===== config.mk =====
export PLATFORM = sky130hd
export DESIGN_NAME = hv_latch
export DESIGN_NICKNAME = d
export VERILOG_FILES = /design/src/rtl/ppu_bus_pkg.sv /design/src/rtl/hv_latch.sv
export SDC_FILE = /design/constraint.sdc
export NUM_CORES = 1
export LEC_CHECK = 0
export BUFFER_PORTS_ARGS = -buffer_cell sky130_fd_sc_hd__buf_2
export CAP_MARGIN = 20
export CORE_ASPECT_RATIO = 0.6
export CORE_MARGIN = 10
export CORE_UTILIZATION = 45
export CTS_BUF_LIST = sky130_fd_sc_hd__clkbuf_16
export DETAILED_ROUTE_END_ITERATION = 10
export GPL_TIMING_DRIVEN = 1
export PLACE_DENSITY = 0.79
export SLEW_MARGIN = 30
export SYNTH_ARGS = -nofsm -noshare
export SYNTH_HDL_FRONTEND = slang
export SYNTH_SLANG_ARGS = --single-unit
export TNS_END_PERCENT = 30

===== constraint.sdc =====
create_clock -name clk -period 3.8 [get_ports clk]
set_input_delay 0.19 -clock clk [delete_from_list [all_inputs] [get_ports clk]]
set_output_delay 0.19 -clock clk [all_outputs]
set_load 0.005 [all_outputs]

===== src/rtl/ppu_bus_pkg.sv =====
// Register bus definitions
// Opcodes, bus byte, status byte layout and counter type
`default_nettype none

package ppu_bus_pkg;

    // --------------------
    // Bus opcodes
    // --------------------
    typedef enum logic [5:0] {
        B_NOP,
        // Writes
        B_VMAIN,
        B_VMADDL,
        B_VMADDH,
        B_VMDATAL,
        B_VMDATAH,
        B_CGADD,
        B_CGDATA,
        B_M7A,
        B_M7B,
        B_SLHV,
        // Reads
        B_RDVRAML,
        B_RDVRAMH,
        B_RDCGRAM,
        B_MPYL,
        B_MPYM,
        B_MPYH,
        B_OPHCT,
        B_OPVCT,
        B_STAT78
    } b_op_t;

    typedef logic [7:0] bus_byte_t;

    // --------------------
    // Status and counters
    // --------------------
    localparam logic [4:0] STAT78_VERSION = 5'd2;
    localparam int CTR_W = 9;

    typedef logic [CTR_W-1:0] ctr_t;

    typedef struct packed {
        logic       field;
        logic       hv_latched;
        logic       zero;
        logic [4:0] version;
    } stat78_t;

endpackage

`default_nettype wire


===== src/rtl/hv_latch.sv =====
// H/V counter latch
// Latched counters, per-counter read toggles, latched flag and status byte
`timescale 1ns/1ns
`default_nettype none

module hv_latch (
    input  logic                   clk,
    input  logic                   reset,
    input  logic                   cpu_en,
    input  ppu_bus_pkg::b_op_t     b_op,
    input  ppu_bus_pkg::ctr_t      h_ctr,
    input  ppu_bus_pkg::ctr_t      v_ctr,
    input  logic                   field,
    output ppu_bus_pkg::bus_byte_t hv_rdata,
    output ppu_bus_pkg::stat78_t   status
);

    ppu_bus_pkg::ctr_t h_lat;
    ppu_bus_pkg::ctr_t v_lat;
    logic              flag;
    logic              h_tgl;
    logic              v_tgl;

    // Low byte first, then bit 8
    function automatic ppu_bus_pkg::bus_byte_t ctr_byte(ppu_bus_pkg::ctr_t c, logic hi);
        return hi ? {7'd0, c[ppu_bus_pkg::CTR_W-1]} : c[7:0];
    endfunction

    always_ff @(posedge clk) begin
        if (reset) begin
            h_lat <= '0;
            v_lat <= '0;
            flag  <= 1'b0;
            h_tgl <= 1'b0;
            v_tgl <= 1'b0;
        end else if (cpu_en) begin
            case (b_op)
                ppu_bus_pkg::B_SLHV: begin
                    h_lat <= h_ctr;
                    v_lat <= v_ctr;
                    flag  <= 1'b1;
                end
                ppu_bus_pkg::B_OPHCT: h_tgl <= ~h_tgl;
                ppu_bus_pkg::B_OPVCT: v_tgl <= ~v_tgl;
                ppu_bus_pkg::B_STAT78: begin
                    flag  <= 1'b0;
                    h_tgl <= 1'b0;
                    v_tgl <= 1'b0;
                end
                default: ;
            endcase
        end
    end

    always_comb begin
        case (b_op)
            ppu_bus_pkg::B_OPHCT: hv_rdata = ctr_byte(h_lat, h_tgl);
            ppu_bus_pkg::B_OPVCT: hv_rdata = ctr_byte(v_lat, v_tgl);
            default:              hv_rdata = '0;
        endcase
    end

    assign status = '{field: field, hv_latched: flag, zero: 1'b0,
                      version: ppu_bus_pkg::STAT78_VERSION};

    a_stat_clear: assert property (@(posedge clk) disable iff (reset)
        (cpu_en && (b_op == ppu_bus_pkg::B_STAT78)) |=> (!flag && !h_tgl && !v_tgl));

endmodule

`default_nettype wire


==> metrics <==
Max clock buf depth=2; Std-Cell Rows=13; postcts setup bufs=0; Num CTS Buffers=3; wire length of the first global-routing pass=4800 um; total negative slack=0 ps; register area share after synthesis=0.388; Crit path required time=3610 ps; fin crit period=1980 ps; Critical Path, Cell by Cell=buf_2 -> or4b_4 -> nor4_2 -> a22o_2 -> buf_2; Power Dens Cells=367 nW/um2; Net Switching=102 uW; post-CTS sizing=0; fmax=506 MHz; antenna cells=0; WP data arrival=1790 ps; Critical Path End Type=primary output; routability cong.=0.867; Die X=83.3 um; largest net degree at the start of global routing=22; total grt overflow=0; R2R setup slack=2700 ps; register bit total from synthesis=21; dpl hpwl=2290 um; worst slew pin tran=735 ps; Leakage=0.000493 uW; clock skew=0 ps; crit path max-delay cell type=or4b_4; DRT Pass-1 Iters=4; clock slew at reported path FFs=50 ps; post-place instance area=1220 um2; sequential share of power=0.463; GRT Total Usage=0.120; Slew headroom=0.510; Final Hold Viols=0; Starting Density=0.486; ANT nets after route=0; share of cells above drive strength 1=0.351; sw frac=0.213; Routed wire per std cell=16.9 um; Pint=377 uW; Comb pwr share=0.082; final worst path period share=0.520; WL final=3070 um; core area=2230 um2; Vias=1017; chip height=58.0 um; critical path class=input port to primary output; Final Util=0.586; later-pin clock latency in the skew report=250 ps; Crit path top cell by count=buf_2; worst vdd ir=0.169 mV; crit path launch type=input port; final-stage net count=180; vias in the first global route=983; status=completed; CTS tree=built; Syn Inst Count=125; Mapped Area=1080 um2; total die area=4830 um2; DRC viols=0; synthesis warning total=0; IO Count=44; clk root buf=clkbuf_16; CP Max Fanout=7; PortBufs=35; Final setup viols=0; clk sinks=21; final instance area=1310 um2; Cell variety after synth=26; initial drt markers=135; clock share of power=0.455; antenna violations before repair=0; final slew viol count=0; Hold Crit Class=input port to flip-flop; Max-Cap Viols=0; # H-tree levels=1; RSZ-0062 raised after global routing=false; CTS Hold Bufs=0; Via density=5.62; Mapped Avg Cell Area=8.66 um2; synth-to-layout area growth=20.6%; CP max stage delay=600 ps
## sequential cells by signal, indices dropped and copies added, names as in the netlist
| signal | count |
|---|---|
| flag | 1 |
| h_lat | 9 |
| h_tgl | 1 |
| v_lat | 9 |
| v_tgl | 1 |
## worst paths after layout
path	from	endpoint	depth (start not counted)
max	b_op[5]	hv_rdata[7]	5
min	h_ctr[8]	h_lat[8]$_SDFFE_PP0P_	3
max reg2reg	h_tgl$_SDFFE_PP0P_	h_tgl$_SDFFE_PP0P_	2
min reg2reg	v_lat[1]$_SDFFE_PP0P_	v_lat[1]$_SDFFE_PP0P_	2
## synth_stat cells (all sizes together)
master	n	share of area
o21ai	20	0.092
nor4	1	0.012
nor2	1	0.0035
or4	1	0.0069
inv	1	0.0035
nor4bb	1	0.0092
or3b	1	0.0081
mux2i	2	0.018
buf	11	0.072
nand3b	2	0.014
nor3b	1	0.012
a221oi	1	0.014
or4b	2	0.022
a211oi	1	0.0069
a22o	7	0.065
a21oi	20	0.092
nand4bb	1	0.010
conb	2	0.0069
clkbuf	7	0.024
o41ai	1	0.0081
or3	1	0.0058
nand3	18	0.083
nor4b	1	0.022
dfxtp	21	0.39
## layout by cell type, fill, tap and decap left out
cell type	n
a211oi_1	1
a21oi_1	20
a221oi_2	1
a22o_2	7
buf_2	35
buf_4	1
clkbuf_16	3
conb_1	6
dfxtp_1	21
inv_1	2
mux2i_1	2
nand3_1	18
nand3b_1	2
nand4bb_1	1
nor2_1	1
nor3b_4	1
nor4_2	1
nor4b_4	1
nor4bb_2	1
o21ai_0	20
o41ai_1	1
or3_1	1
or3b_2	1
or4_1	1
or4b_1	1
or4b_4	1
## through the flow
step	worst slack, ps	hold WS [ps]	cells	power, uW
2_1_floorplan	2240	256	129	250
3_3_place_gp	1920	380	177	262
3_5_place_dp	1860	380	177	264
4_1_cts	1850	188	181	479
5_1_grt	1710	198	181	491
6_report	1820	184	181	479
## metal layers
metal | track usage | vias up | share of wire
li1 | - | 504 | -
met1 | 0.152 | 469 | 0.48
met2 | 0.191 | 42 | 0.45
met3 | 0.0432 | 2 | 0.067
met4 | 0.0266 | 0 | 0.0026
met5 | 0 | - | 0
## power by group through the flow
stage / Combinational (uW) / Sequential, uW / Clock [uW]
after floorplan: 24.0 / 226 / 0
after global placement: 35.5 / 227 / 0
after detailed placement: 37.1 / 227 / 0
after CTS: 37.6 / 222 / 220
after global routing: 43.1 / 222 / 226
final: 39.3 / 222 / 218
## critical path, delay by kind of cell
kind,cells,cell delay (ps)
AND/OR/NAND/NOR,2,1110
buffers and inverters,2,230
AO/OA/AOI/OAI,1,260
## final cells by class
class	count	area, um2
repair buffers	36	183
fillers	207	923
well taps	30	37.5
flip-flops and latches	21	420
clock inverters	1	3.75
clock buffers	3	75.1
inverters	1	3.75
multi-input cells	89	582
## kinds of logic (layout without fill, tap and decap cells)
logic type             count (synthesis)  in the layout  share of synthesized area
muxes                                  2              2                     0.0185
DFF                                   21             21                      0.388
other                                  2              6                    0.00694
buffers and inverters                 19             41                     0.0994
and+or+nand+nor                       31             31                      0.208
AOI/OAI and AO/OA                     50             50                      0.279
No activity file was read; power rests on OpenSTA's default activity.
