<file path="src/rtl/ppu_bus_pkg.sv">
// Register bus definitions
// Opcodes, bus byte, status byte layout and counter type
`default_nettype none

package ppu_bus_pkg;

    // --------------------
    // Bus opcodes
    // --------------------
    typedef enum logic [5:0] {
        B_NOP,
        // Writes
        B_VMAIN,
        B_VMADDL,
        B_VMADDH,
        B_VMDATAL,
        B_VMDATAH,
        B_CGADD,
        B_CGDATA,
        B_M7A,
        B_M7B,
        B_SLHV,
        // Reads
        B_RDVRAML,
        B_RDVRAMH,
        B_RDCGRAM,
        B_MPYL,
        B_MPYM,
        B_MPYH,
        B_OPHCT,
        B_OPVCT,
        B_STAT78
    } b_op_t;

    typedef logic [7:0] bus_byte_t;

    // --------------------
    // Status and counters
    // --------------------
    localparam logic [4:0] STAT78_VERSION = 5'd2;
    localparam int CTR_W = 9;

    typedef logic [CTR_W-1:0] ctr_t;

    typedef struct packed {
        logic       field;
        logic       hv_latched;
        logic       zero;
        logic [4:0] version;
    } stat78_t;

endpackage

`default_nettype wire

</file>
<file path="src/rtl/ppu_mem_pkg.sv">
// VRAM and CGRAM definitions
// Sizes, address and word types, VMAIN layout, colour word, product type
`default_nettype none

package ppu_mem_pkg;

    localparam int VRAM_AW  = 15;
    localparam int CGRAM_AW = 8;

    typedef logic [VRAM_AW-1:0]  vram_addr_t;
    typedef logic [15:0]         vram_word_t;
    typedef logic [CGRAM_AW-1:0] cgram_addr_t;

    // VMAIN: remap 0 none, 1/2/3 rotate low 8/9/10 bits
    // step 0 by 1, 1 by 32, 2 and 3 by 128
    typedef struct packed {
        logic       incr_on_high;
        logic [1:0] remap;
        logic [1:0] step;
    } vmain_t;

    // --------------------
    // Palette entry
    // --------------------
    typedef union packed {
        struct packed {
            logic [7:0] hi;
            logic [7:0] lo;
        } bytes;
        struct packed {
            logic       pad;
            logic [4:0] b;
            logic [4:0] g;
            logic [4:0] r;
        } rgb;
    } color_word_t;

    typedef logic signed [23:0] mul_result_t;

endpackage

`default_nettype wire

</file>
<file path="src/rtl/cgram_port.sv">
// CGRAM CPU port
// Palette array, address/toggle counter, byte-wide read and write
`timescale 1ns/1ns
`default_nettype none

module cgram_port (
    input  logic                   clk,
    input  logic                   reset,
    input  logic                   cpu_en,
    input  ppu_bus_pkg::b_op_t     b_op,
    input  ppu_bus_pkg::bus_byte_t wdata,
    output ppu_bus_pkg::bus_byte_t cg_rdata
);

    ppu_mem_pkg::color_word_t cgram [2**ppu_mem_pkg::CGRAM_AW];

    // Palette index above the low/high toggle
    logic [ppu_mem_pkg::CGRAM_AW:0] cg_ctr;
    ppu_mem_pkg::cgram_addr_t       idx;
    logic                           tgl;
    ppu_mem_pkg::color_word_t       rd_word;
    logic                           data_wr;

    assign idx     = cg_ctr[ppu_mem_pkg::CGRAM_AW:1];
    assign tgl     = cg_ctr[0];
    assign data_wr = cpu_en && (b_op == ppu_bus_pkg::B_CGDATA);

    always_ff @(posedge clk) begin
        if (reset) begin
            cg_ctr <= '0;
        end else if (cpu_en) begin
            case (b_op)
                ppu_bus_pkg::B_CGADD:   cg_ctr <= {wdata, 1'b0};
                ppu_bus_pkg::B_CGDATA:  cg_ctr <= cg_ctr + 1'b1;
                ppu_bus_pkg::B_RDCGRAM: cg_ctr <= cg_ctr + 1'b1;
                default: ;
            endcase
        end
    end

    // --------------------
    // Array access
    // --------------------
    always_ff @(posedge clk) begin
        if (data_wr && !tgl) begin
            cgram[idx].bytes.lo <= wdata;
        end
        if (data_wr && tgl) begin
            cgram[idx].bytes.hi <= {1'b0, wdata[6:0]};
        end
    end

    assign rd_word  = cgram[idx];
    assign cg_rdata = tgl ? {1'b0, rd_word.bytes.hi[6:0]} : rd_word.bytes.lo;

    // Stored pad bit, seen on a high-byte read
    a_pad_zero: assert property (@(posedge clk) disable iff (reset)
        (cpu_en && (b_op == ppu_bus_pkg::B_RDCGRAM) && tgl) |-> (rd_word.rgb.pad == 1'b0));

endmodule

`default_nettype wire

</file>
<file path="config.mk">
export PLATFORM = sky130hd
export DESIGN_NAME = cgram_port
export DESIGN_NICKNAME = d
export VERILOG_FILES = /design/src/rtl/ppu_bus_pkg.sv /design/src/rtl/ppu_mem_pkg.sv /design/src/rtl/cgram_port.sv
export SDC_FILE = /design/constraint.sdc
export NUM_CORES = 2
export LEC_CHECK = 0
export BUFFER_PORTS_ARGS = -buffer_cell sky130_fd_sc_hd__buf_2
export CAP_MARGIN = 20
export CORE_MARGIN = 2
export CORE_UTILIZATION = 60
export CTS_CLUSTER_SIZE = 40
export DETAILED_ROUTE_END_ITERATION = 10
export PLACE_DENSITY = 0.76
export SYNTH_ARGS = -nofsm -noshare
export SYNTH_HDL_FRONTEND = slang
export SYNTH_SLANG_ARGS = --single-unit
</file>
<file path="constraint.sdc">
create_clock -name clk -period 3.75 [get_ports clk]
set_clock_uncertainty 0.2 [all_clocks]
set_input_delay 0.375 -clock clk [delete_from_list [all_inputs] [get_ports clk]]
set_output_delay 0.375 -clock clk [all_outputs]
set_load 0.1 [all_outputs]
</file>
==> reports/qor.txt <==
Cells after synthesis: 7,653
Design area: 178,000 um2
Vias/cell: 6.81
Cell Area, Placed: 164,000 um2
First-pass GRT wire length: 605,000 um
Sequential-to-total area share from yosys stat: 0.765
Sink Count: 3,857
Hold WS: 0.165 ns
Syn-to-layout area delta: 17.9%
Num CTS Buffers: 384
Synth area leaders: edfxtp_1 76%, mux4_2 9.9%, mux2i_1 4.2%, nor2_1 1.6%, o221ai_1 1.3%
Crit path required time: 3.17 ns
Share of the synthesized area in the top cell type: 0.763
Die Span Y: 506 um
Mapped Nets: 7,671
Total power: 86.3 mW
CTS H-Tree Depth: 5
Startpoint types: flip-flop
Hpwl dp: 259,000 um
Worst slew margin: 0.186
Most frequent cells in the layout: 3,840 x edfxtp_1, 1,137 x buf_4, 664 x mux4_2
Max Clk Rate: 200 MHz
Worst Reg-to-Reg Cells: 6
Clock Latency Late Sink: 0.98 ns
IO buf count: 24
Final setup fails: 8
Initial Util: 0.603
Core Region: 251,000 um2
Final Critical Period: 5.01 ns
Max Cap Violations: 0
Status: finished with violations
Final core occ: 0.710
DRT Wirelength: 421,000 um
Root buf cell: clkbuf_16
Die W: 506 um
RSZ-0062 raised after global routing: yes
Final Hold Fails: 0
Gpl congestion: 0.950
Worst Path Arrival: 4.43 ns
Fin. max-slew vios: 0
Die Area: 256,000 um2
First-pass detailed-route iteration total: 6
Worst reg2reg endpoint: cgram[176][10]
Drt wl/cell: 33.5 um
Worst Path Max Fanout: 23
Placed insts: 11,800
Leading area contributor after synthesis: edfxtp_1
Syn Std Cell Area: 151,000 um2
Layout Cells excl Fill: 12,600
Commonest non-fill, non-tap cell in the layout: edfxtp_1
Leak Pwr: 55.9 nW
Top_reg_cell synth: edfxtp_1
Largest net degree at the start of global routing: 181
Synth Register Bits: 3,857
PwrDens: 484 nW/um2
Initial antenna violation count: 22
Overflow after GRT: 0
Row count: 184
Failing checks: negative setup slack
TritonCTS clock tree: built
Reg2Reg Launch Point: cg_ctr[0]
Syn_area_per_cell: 19.8 um2
Drt initial violations: 13,900
Crit. End Element: primary output
Antenna-violating nets left: 0
CP Class: reg2out
PnR worst setup slack: -1.26 ns
Final Cycle Share: 1.33
Fin nets: 8,951
DRC Markers: 0
Share of post-route cells with drive strength above 1: 0.301
Ys Warns: 0
Worst Tran Pin Value: 1.22 ns
Setup crit end: cg_rdata[0]
Yosys cell types: 64
Peak supply drop: 0.583 mV
Routed via count: 85,600
Clock Path Buffers: 4
Reg clk slew, reported paths: 0.06 ns
Worst reg2reg setup slack: 0.57 ns
IO Pins: 25
Worst hold path type: in2reg
Vias in the first global route: 86,300
Overall Global Routing Usage: 0.328
Async S/R FF share, synth: 0
Post-synth EDFFs: 3,840
## Yosys cell counts (3+ instances only)
master and count:
a31oi_1 17, nor3b_1 3, o221ai_1 226, o2111ai_1 6, o22ai_1 169, o221ai_2 8, nor2b_1 12, a311oi_1 4
nand3_1 38, a21oi_1 168, buf_4 35, a2111oi_0 14, a2bb2oi_1 5, a22o_1 6, or2_2 3, buf_8 24
mux4_1 5, o21ai_0 111, buf_1 38, or4_1 3, and2_1 23, buf_6 65, nand4_1 22, edfxtp_1 3840
mux4_2 664, a2111o_1 12, nor4_2 4, dfxtp_1 17, a22oi_1 38, and4b_1 8, buf_12 20, nor4_1 42
buf_2 108, mux2i_1 634, o31ai_1 23, or3_1 19, nand2b_1 9, a211oi_1 25, nand2_1 186, nor3_1 111
and3_1 9, clkbuf_1 192, nor2_1 656
## worst min path at each step
stage	to	depth (start not counted)	slack, ns	start
3_5_place_dp	cg_ctr[8]	2	0.38	cg_ctr[8]
5_1_grt	cgram[56][14]	2	0.15	wdata[6]
4_1_cts	flip-flop	5	0.08	b_op[3]
3_3_place_gp	cg_ctr[8]	2	0.37	cg_ctr[8]
2_1_floorplan	cgram[0][0]	0	0.27	wdata[0]
6_report	cgram[56][14]	2	0.17	wdata[6]
## stage by stage
| stage | setup TNS, ns | worst slack [ns] |
|---|---|---|
| floorplan | -0.541 | -0.541 |
| global placement | -3.61 | -0.602 |
| detailed placement | -3.77 | -0.634 |
| CTS | -9.10 | -1.18 |
| global route | -9.49 | -1.28 |
| finish | -9.09 | -1.26 |
## power breakdown
part	switching (mW)	internal (mW)
registers	0.00551	47.4
logic	1.39	0.603
clock network	16.0	21.0
## repair_timing
action	CTS	global route
hold buffers	10	0
gates resized for setup	201	102
endpoints found under the setup margin	8	8
endpoints found under the hold margin	1206	0
buffers inserted	37	4
gates cloned	11	1
pin swaps	48	30
## state kept, by name, summed over array words and instances (netlist names), named ones only
| signal | count |
|---|---|
| cg_ctr | 9 |
| cgram | 3840 |
## worst max-delay path: stages (launching register included)
cell	delay (ns)
dfxtp_4	0.41
buf_12	0.15
buf_12	0.16
buf_12	0.22
buf_6	0.21
mux2i_1	0.10
o22ai_1	0.35
o22ai_1	0.19
a311oi_1	0.41
nand4_1	0.22
buf_6	0.20
nand4_1	0.22
and4_4	0.29
buf_12	0.13
buf_12	0.17
## final cells by class
class / count / area, um2
Sequential cell: 3857 / 116000
Multi-Input combinational cell: 3310 / 33600
Clock inverter: 220 / 1920
Timing Repair Buffer: 1376 / 12900
Tap cell: 3348 / 4190
Clock buffer: 457 / 9930
Fill cell: 14100 / 72600
Antenna cell: 5 / 12.5
Inverter: 4 / 25.0
## kinds of logic (layout without fill, tap and decap cells)
logic type,count (synthesis),in the layout,synth area share
compound gates,846,846,0.0389
xor+xnor,1,1,0.0000579
fa+ha+maj,1,1,0.0000827
buf+inv,486,2057,0.0210
flops,3857,3857,0.765
mux,1305,1305,0.142
other cells,0,5,0
simple gates,1157,1157,0.0332
## routing by layer
layer	wire (um)	track usage
met5	285	0.00241
met4	24100	0.160
met1	142000	0.437
met2	199000	0.509
met3	55800	0.0869
No activity file was read; power rests on OpenSTA's default activity.
