<file path="config.mk">
export PLATFORM = sky130hd
export DESIGN_NAME = ppu_io_regs
export DESIGN_NICKNAME = d
export VERILOG_FILES = /design/src/rtl/ppu_bus_pkg.sv /design/src/rtl/ppu_mem_pkg.sv /design/src/rtl/ppu_io_regs.sv
export SDC_FILE = /design/constraint.sdc
export NUM_CORES = 1
export LEC_CHECK = 0
export BUFFER_PORTS_ARGS = -buffer_cell sky130_fd_sc_hd__buf_2
export CAP_MARGIN = 20
export CORE_UTILIZATION = 57
export CTS_CLUSTER_SIZE = 8
export DETAILED_ROUTE_END_ITERATION = 12
export PLACE_DENSITY = 0.79
export SYNTH_ARGS = -nofsm -noshare
export SYNTH_HDL_FRONTEND = slang
export SYNTH_SLANG_ARGS = --single-unit
</file>
<file path="constraint.sdc">
create_clock -name clk -period 4.2 [get_ports clk]
set_input_delay 0.21 -clock clk [delete_from_list [all_inputs] [get_ports clk]]
set_output_delay 0.21 -clock clk [all_outputs]
set_load 0.03 [all_outputs]
</file>
<file path="src/rtl/ppu_bus_pkg.sv">
// Register bus definitions
// Opcodes, bus byte, status byte layout and counter type
`default_nettype none

package ppu_bus_pkg;

    // --------------------
    // Bus opcodes
    // --------------------
    typedef enum logic [5:0] {
        B_NOP,
        // Writes
        B_VMAIN,
        B_VMADDL,
        B_VMADDH,
        B_VMDATAL,
        B_VMDATAH,
        B_CGADD,
        B_CGDATA,
        B_M7A,
        B_M7B,
        B_SLHV,
        // Reads
        B_RDVRAML,
        B_RDVRAMH,
        B_RDCGRAM,
        B_MPYL,
        B_MPYM,
        B_MPYH,
        B_OPHCT,
        B_OPVCT,
        B_STAT78
    } b_op_t;

    typedef logic [7:0] bus_byte_t;

    // --------------------
    // Status and counters
    // --------------------
    localparam logic [4:0] STAT78_VERSION = 5'd2;
    localparam int CTR_W = 9;

    typedef logic [CTR_W-1:0] ctr_t;

    typedef struct packed {
        logic       field;
        logic       hv_latched;
        logic       zero;
        logic [4:0] version;
    } stat78_t;

endpackage

`default_nettype wire

</file>
<file path="src/rtl/ppu_mem_pkg.sv">
// VRAM and CGRAM definitions
// Sizes, address and word types, VMAIN layout, colour word, product type
`default_nettype none

package ppu_mem_pkg;

    localparam int VRAM_AW  = 15;
    localparam int CGRAM_AW = 8;

    typedef logic [VRAM_AW-1:0]  vram_addr_t;
    typedef logic [15:0]         vram_word_t;
    typedef logic [CGRAM_AW-1:0] cgram_addr_t;

    // VMAIN: remap 0 none, 1/2/3 rotate low 8/9/10 bits
    // step 0 by 1, 1 by 32, 2 and 3 by 128
    typedef struct packed {
        logic       incr_on_high;
        logic [1:0] remap;
        logic [1:0] step;
    } vmain_t;

    // --------------------
    // Palette entry
    // --------------------
    typedef union packed {
        struct packed {
            logic [7:0] hi;
            logic [7:0] lo;
        } bytes;
        struct packed {
            logic       pad;
            logic [4:0] b;
            logic [4:0] g;
            logic [4:0] r;
        } rgb;
    } color_word_t;

    typedef logic signed [23:0] mul_result_t;

endpackage

`default_nettype wire

</file>
<file path="src/rtl/ppu_io_regs.sv">
// Configuration registers
// VMAIN, mode-7 factors A/B with old-byte latch, signed multiplier
`timescale 1ns/1ns
`default_nettype none

module ppu_io_regs (
    input  logic                     clk,
    input  logic                     reset,
    input  logic                     cpu_en,
    input  ppu_bus_pkg::b_op_t       b_op,
    input  ppu_bus_pkg::bus_byte_t   wdata,
    output ppu_mem_pkg::vmain_t      vmain,
    output ppu_mem_pkg::mul_result_t product
);

    logic signed [15:0]    fact_a;
    logic [15:0]           fact_b;
    ppu_bus_pkg::bus_byte_t old_byte;
    logic signed [7:0]     b_hi;

    always_ff @(posedge clk) begin
        if (reset) begin
            vmain    <= '0;
            fact_a   <= '0;
            fact_b   <= '0;
            old_byte <= '0;
        end else if (cpu_en) begin
            case (b_op)
                ppu_bus_pkg::B_VMAIN: begin
                    vmain <= {wdata[7], wdata[3:0]};
                end
                // New byte goes high, previous write fills the low half
                ppu_bus_pkg::B_M7A: begin
                    fact_a   <= {wdata, old_byte};
                    old_byte <= wdata;
                end
                ppu_bus_pkg::B_M7B: begin
                    fact_b   <= {wdata, old_byte};
                    old_byte <= wdata;
                end
                default: ;
            endcase
        end
    end

    // --------------------
    // Multiplier
    // --------------------
    assign b_hi    = fact_b[15:8];
    assign product = fact_a * b_hi;

endmodule

`default_nettype wire

</file>
==> results of run 1 <==
-- per-stage QoR --
step	util (%)	TNS (ns)
floorplan	-	-0.797
global placement	69.4	-3.70
detailed placement	69.4	-4.98
CTS	74.2	-6.90
global route	78.8	-10.12
finish	78.8	-8.84
-- registers in the layout (all words and copies together), names as in the netlist --
signal    count
vmain         5
old_byte      8
fact_b        8
fact_a       16
-- critical path, stage by stage, from the launching register on --
cell and delay (ns):
dfxtp_4 0.40, buf_12 0.14, and2_1 0.16, fa_1 0.47
fa_1 0.51, fa_1 0.52, inv_1 0.09, fa_1 0.58
inv_2 0.07, ha_4 0.27, buf_6 0.11, nand3_4 0.09
buf_6 0.14, nor2_4 0.11, o21ai_4 0.07, nor3b_2 0.17
o31ai_1 0.28, and3_1 0.25, buf_6 0.14
-- final timing paths --
path	from	to	slack, ns	cells after the start
max reg2reg	fact_b[12]	fact_b[12]	3.22	4
min reg2reg	old_byte[6]	old_byte[6]	0.46	2
min	wdata[0]	fact_a[8]	0.18	3
max	fact_b[11]	product[18]	-0.88	18
-- cells by family after synthesis --
kind of cell	synth area share [%]
fa+ha+maj	43.9
mux	2.18
flops	12.4
buf+inv	10.0
simple gates	19.7
xor+xnor	3.22
compound gates	8.56
-- where the power goes --
group,leakage [nW],internal (mW),switching (mW)
combinational,3.72,0.0159,0.0255
clock,0.0681,0.236,0.129
sequential,0.310,0.347,0.00197
total,4.10,0.599,0.156
-- metal layers --
layer / GRT usage, % / vias up
li1: - / 2346
met1: 30.6 / 2567
met2: 53.9 / 201
met3: 2.07 / 69
met4: 9.08 / 0
met5: 0 / -
-- final cells by class --
class                   instances  area (sq um)  area share (%)
flip-flops and latches         37           783            9.72
multi-input cells             490          5260            65.2
clock inverters                 3          65.1           0.807
well taps                     136           170            2.11
clock buffers                   5          68.8           0.854
inverters                     134           508            6.30
repair buffers                148          1210            15.0
-- cells in the final DEF (no fill, tap or decap), types with 25 or more instances in the layout --
cell / synthesis / final
inv_1: 134 / 120
fa_1: 103 / 97
buf_4: 2 / 87
and2_1: 89 / 76
nand2_1: 72 / 66
ha_1: 45 / 29
buf_2: 3 / 29
a21oi_1: 36 / 28
buf_6: 1 / 27
nor2_1: 36 / 25
-- timing repair --
action,CTS,global route
gates cloned,0,1
resized for setup,73,105
pin swaps,17,45
setup endpoints to repair,16,16
setup buffers,5,10
==> summary.txt, run 1 <==
H-tree lvl count: 2
Highest metal layer used by the detailed router: met4
Number of global-route vias before repair: 5568
Drc violations: 0
Standard cell area after detailed placement: 7100 sq um
Share of async-settable or async-resettable flops after synthesis: 0%
Power density cells: 93.6 nW/um^2
Routed metal-1 wirelength: 5640 microns
Worst-case clock skew: 0.0123 ns
Post-route clock period utilization: 121%
TritonCTS Sinks: 37
Post-synth EDFFs: 0
Prevailing post-synth register cell: dfxtp_1
Clock-pin slew on the worst setup and hold paths: 0.08 ns
Maximum frequency from static timing analysis: 0.197 GHz
1st-pass router iterations: 5
TritonCTS clock tree: done
Detail Route met2 WL: 8950 microns
RSZ-0062 raised after global routing: yes
Worst Path Max Fanout: 6
Post-DR vias/cell: 5.44
Global-route wire length before repair: 24200 microns
Cell with the most instances after synthesis: inv_1
Pre-CTS WS: -0.527 ns
Hold_buf cts: 0
Antenna violations before repair: 0
Final slew viol count: 0
Floorplan core area: 10200 sq um
Detailed-route via count: 5183
Top cells by count, synth: inv_1 (134), fa_1 (103), and2_1 (89), nand2_1 (72), ha_1 (45)
Transition at the pin with the smallest max-transition slack: 0.649 ns
Number of cells in the finished layout apart from fillers: 953
Horiz. Die Dim: 104 microns
Layout-stage area growth over the synthesis result: 34.9%
Area share of the leading cell type in the synthesized netlist: 34.5%
Post-Syn Nets: 847
Top-level port count: 46
Element type at the critical path end: output pin
Placed insts: 930
Antenna cells: 0
Synthesized area divided by synthesized cell count: 8.76 sq um
Fin area: 8060 sq um
Area contributors post-synth: fa_1 (34%), dfxtp_1 (12%), ha_1 (9.4%)
Sum of net half-perimeters after detailed placement: 11200 microns
Starting utilization of the core area: 58.4%
Total setup violations reported at the end of the flow: 15
Final ANT Viol Nets: 0
Hold slack final: 0.184 ns
Count of different cell masters after synthesis: 52
CP required: 3.99 ns
Relative max-transition margin: 56.7%
Cells after synthesis: 682
Overflow left after global routing: 0
Die height: 104 microns
Final Routed Wirelength: 16200 microns
Flip-flop and latch count after synthesis: 37
Routed met3 length: 788 microns
Number of endpoints with negative hold slack in the final report: 0
Port bufs: 45
Clock latency of the later-clocked register in the worst-skew pair: 0.30 ns
Average wire per cell in the routed design: 17.0 microns
Overall die area: 10900 sq um
Std-Cell Rows: 37
Kind of start point of the critical path: flip-flop
DRC marker count from the first detailed-route iteration: 287
Run status: finished, violations left
Post-route worst setup slack: -0.876 ns
Number of warnings issued by yosys: 0
Synthesized area: 5980 sq um
Sequential share of the synthesized area: 12.4%
Total power: 0.755 mW
CP Class: reg2out
Final Critical Period: 5.08 ns
Net count of the finished layout: 981
Cell accounting for the most synthesized area: fa_1
Routability cong.: 0.891
Maximum number of pins on one net before global-route repair: 38
Global-route total usage across every layer: 27.4%
Maximum clock insertion buffer count: 2
Number of fillers in the final layout: 605
CTS Buf Count: 5
Worst IR Drop VDD: 0.346 mV
Max-capacitance violation count: 0
Leakage power figure: 4.10 nW
Signal arrival time at the worst endpoint: 4.87 ns
Violated checks: setup timing
Clock tree root buffer cell: clkbuf_8
Fraction of final layout cells with drive strength greater than 1: 35.5%
Classification of the worst-slack hold path: in2reg
No activity file was read; power rests on OpenSTA's default activity.
==> inputs of run 2 (changes only) <==
==> constraint.sdc (replaced) <==
create_clock -name clk -period 4.2 [get_ports clk]
set_input_delay 0.42 -clock clk [delete_from_list [all_inputs] [get_ports clk]]
set_output_delay 0.42 -clock clk [all_outputs]
set_load 0.02 [all_outputs]
==> run 2 against run 1 <==
Effect of this change:
- clock skew decreased by 0.0067 ns
- non-clock buffer count grew 16
- sequential share of layout area shrank 0.055 points
- the flow still finishes with violations (setup timing)
- hold slack better by 0.21 ns
==> summary.txt, run 2 (synthesis gave the netlist of run 1 again) <==
Run status: finished, violations left
Violated checks: setup timing
Worst setup startpoint: fact_b[11]
Max FFs per register: 16
CTS Buf Count: 5
Util after Layout: 80.4%
Maximum frequency from static timing analysis: 0.197 GHz
RSZ-0062 raised after global routing: yes
Overall die area: 10900 sq um
Startpoint of the worst-slack reg-to-reg timing path: fact_b[15]
Clock tree root buffer cell: clkbuf_8
DRC marker count from the first detailed-route iteration: 319
Global-route wire length before repair: 26600 microns
Fraction of final layout cells with drive strength greater than 1: 39.1%
Cell class contributing the biggest share of worst-path delay: adder cells
Relative max-transition margin: 56.0%
H-tree lvl count: 2
Overflow left after global routing: 0
Average wire per cell in the routed design: 16.0 microns
Top-level port count: 46
Clock latency of the later-clocked register in the worst-skew pair: 0.29 ns
Number of fillers in the final layout: 645
Maximum number of pins on one net before global-route repair: 38
Fin area: 8220 sq um
CP Class: reg2out
Final Critical Period: 5.08 ns
Stages on worst setup path: 17
Biggest regs: fact_a x16, fact_b x8, old_byte x8
Global-route total usage across every layer: 30.2%
Final slew viol count: 0
Max-capacitance violation count: 0
Worst Path Max Fanout: 10
Delay of the slowest cell on the worst path: 0.57 ns
Hold slack final: 0.397 ns
Horiz. Die Dim: 104 microns
Signal arrival time at the worst endpoint: 4.66 ns
Number of endpoints with negative hold slack in the final report: 0
Maximum clock insertion buffer count: 2
Layout-stage area growth over the synthesis result: 37.6%
Leakage power figure: 4.18 nW
1st-pass router iterations: 5
CP required: 3.78 ns
Die height: 104 microns
Sum of net half-perimeters after detailed placement: 11200 microns
Kind of start point of the critical path: flip-flop
Final Routed Wirelength: 15500 microns
Largest register by flop count: fact_a
Power density cells: 85.4 nW/um^2
Post-DR vias/cell: 5.32
Depth of the worst register-to-register path: 5
Detailed-route via count: 5157
Std-Cell Rows: 37
Cell mode on critical path: fa_1
Worst-case clock skew: 0.00561 ns
Most frequent standard cell in the layout excluding fill and tap cells: inv_1
Cell breakdown of the critical path: buf_12 -> and2_4 -> fa_1 -> fa_2 -> fa_1 -> inv_1 -> fa_1 -> inv_2 -> ha_4 -> buf_6 -> nor3_4 -> nor2_2 -> o21ai_4 -> o311ai_4 -> o31a_1 -> xor2_2 -> buf_6
TritonCTS Sinks: 37
Post-route clock period utilization: 121%
Total setup violations reported at the end of the flow: 17
Leading cell types in the layout, fill and taps excluded: inv_1 (112), buf_4 (108), fa_1 (96), and2_1 (76), nand2_1 (65)
TritonCTS clock tree: done
Post-route worst setup slack: -0.882 ns
Final ANT Viol Nets: 0
Number of buffers and inverters on the critical path: 5
Antenna cells: 0
Worst hold start: wdata[0]
Clock-pin slew on the worst setup and hold paths: 0.07 ns
Hold_buf cts: 0
Classification of the worst-slack hold path: in2reg
Element type at the critical path end: output pin
Routability cong.: 0.814
Antenna violations before repair: 0
Transition at the pin with the smallest max-transition slack: 0.660 ns
Floorplan core area: 10200 sq um
Starting utilization of the core area: 58.4%
Hold path depth: 3
Standard cell area after detailed placement: 7170 sq um
Worst IR Drop VDD: 0.287 mV
Slowest cell on the critical path: fa_1
Number of global-route vias before repair: 5782
Net count of the finished layout: 998
Drc violations: 0
Port bufs: 45
-- run 2: cell types whose count changed in the layout (fill, tap and decap cells not counted), sizes merged --
| cell | change |
|---|---|
| buf | +17 |
| bufinv | -1 |
| clkbuf | +1 |
-- run 2: worst reg2reg max path, cell delays in order, from the launching register on --
cell	delay (ns)
dfxtp_4	0.38
buf_6	0.13
buf_4	0.12
buf_4	0.14
mux2i_1	0.13
nor2_1	0.06
-- run 2: final timing paths --
kind,end,slack (ns)
setup reg to reg,fact_b[15],3.11
setup / recovery,product[21],-0.88
hold / removal,fact_a[8],0.40
hold reg to reg,fact_a[1],0.45
-- run 2: through the flow --
stage | instances | total power [mW] | TNS (ns) | setup WS [ns]
after floorplan | 682 | 0.380 | -2.36 | -0.386
after global placement | 936 | 0.396 | -6.06 | -0.573
after detailed placement | 936 | 0.397 | -7.01 | -0.645
after CTS | 959 | 0.701 | -9.12 | -0.804
after global routing | 970 | 0.726 | -12.92 | -1.01
final | 970 | 0.703 | -10.78 | -0.882
-- run 2: power by group --
group          internal [mW]  switching [mW]
Combinational         0.0163          0.0245
Sequential             0.345         0.00193
Clock                  0.193           0.121
Total                  0.555           0.148
-- run 2: what timing repair did --
item / in CTS / in global routing
endpoints found under the setup margin: 17 / 18
resized for setup: 131 / 67
setup buffers: 16 / 11
cloned: 0 / 1
pin swaps: 51 / 55
-- run 2: final cells by class --
class	count	area, sq um	area share (%)
well taps	136	170	2.07
clock inverters	1	30.0	0.365
repair inverters	1	5.00	0.0609
multi-input cells	490	5340	65.0
inverters	134	510	6.21
flip-flops and latches	37	795	9.66
repair buffers	164	1280	15.6
clock buffers	7	86.3	1.05
-- run 2: per-layer routing --
| metal | part of all wire (%) | track usage [%] | vias to the layer above |
|---|---|---|---|
| met3 | 3.0 | 2.32 | 30 |
| met2 | 56 | 57.6 | 133 |
| met5 | 0 | 0 | - |
| li1 | - | - | 2389 |
| met1 | 39 | 35.6 | 2605 |
| met4 | 2.1 | 9.39 | 0 |
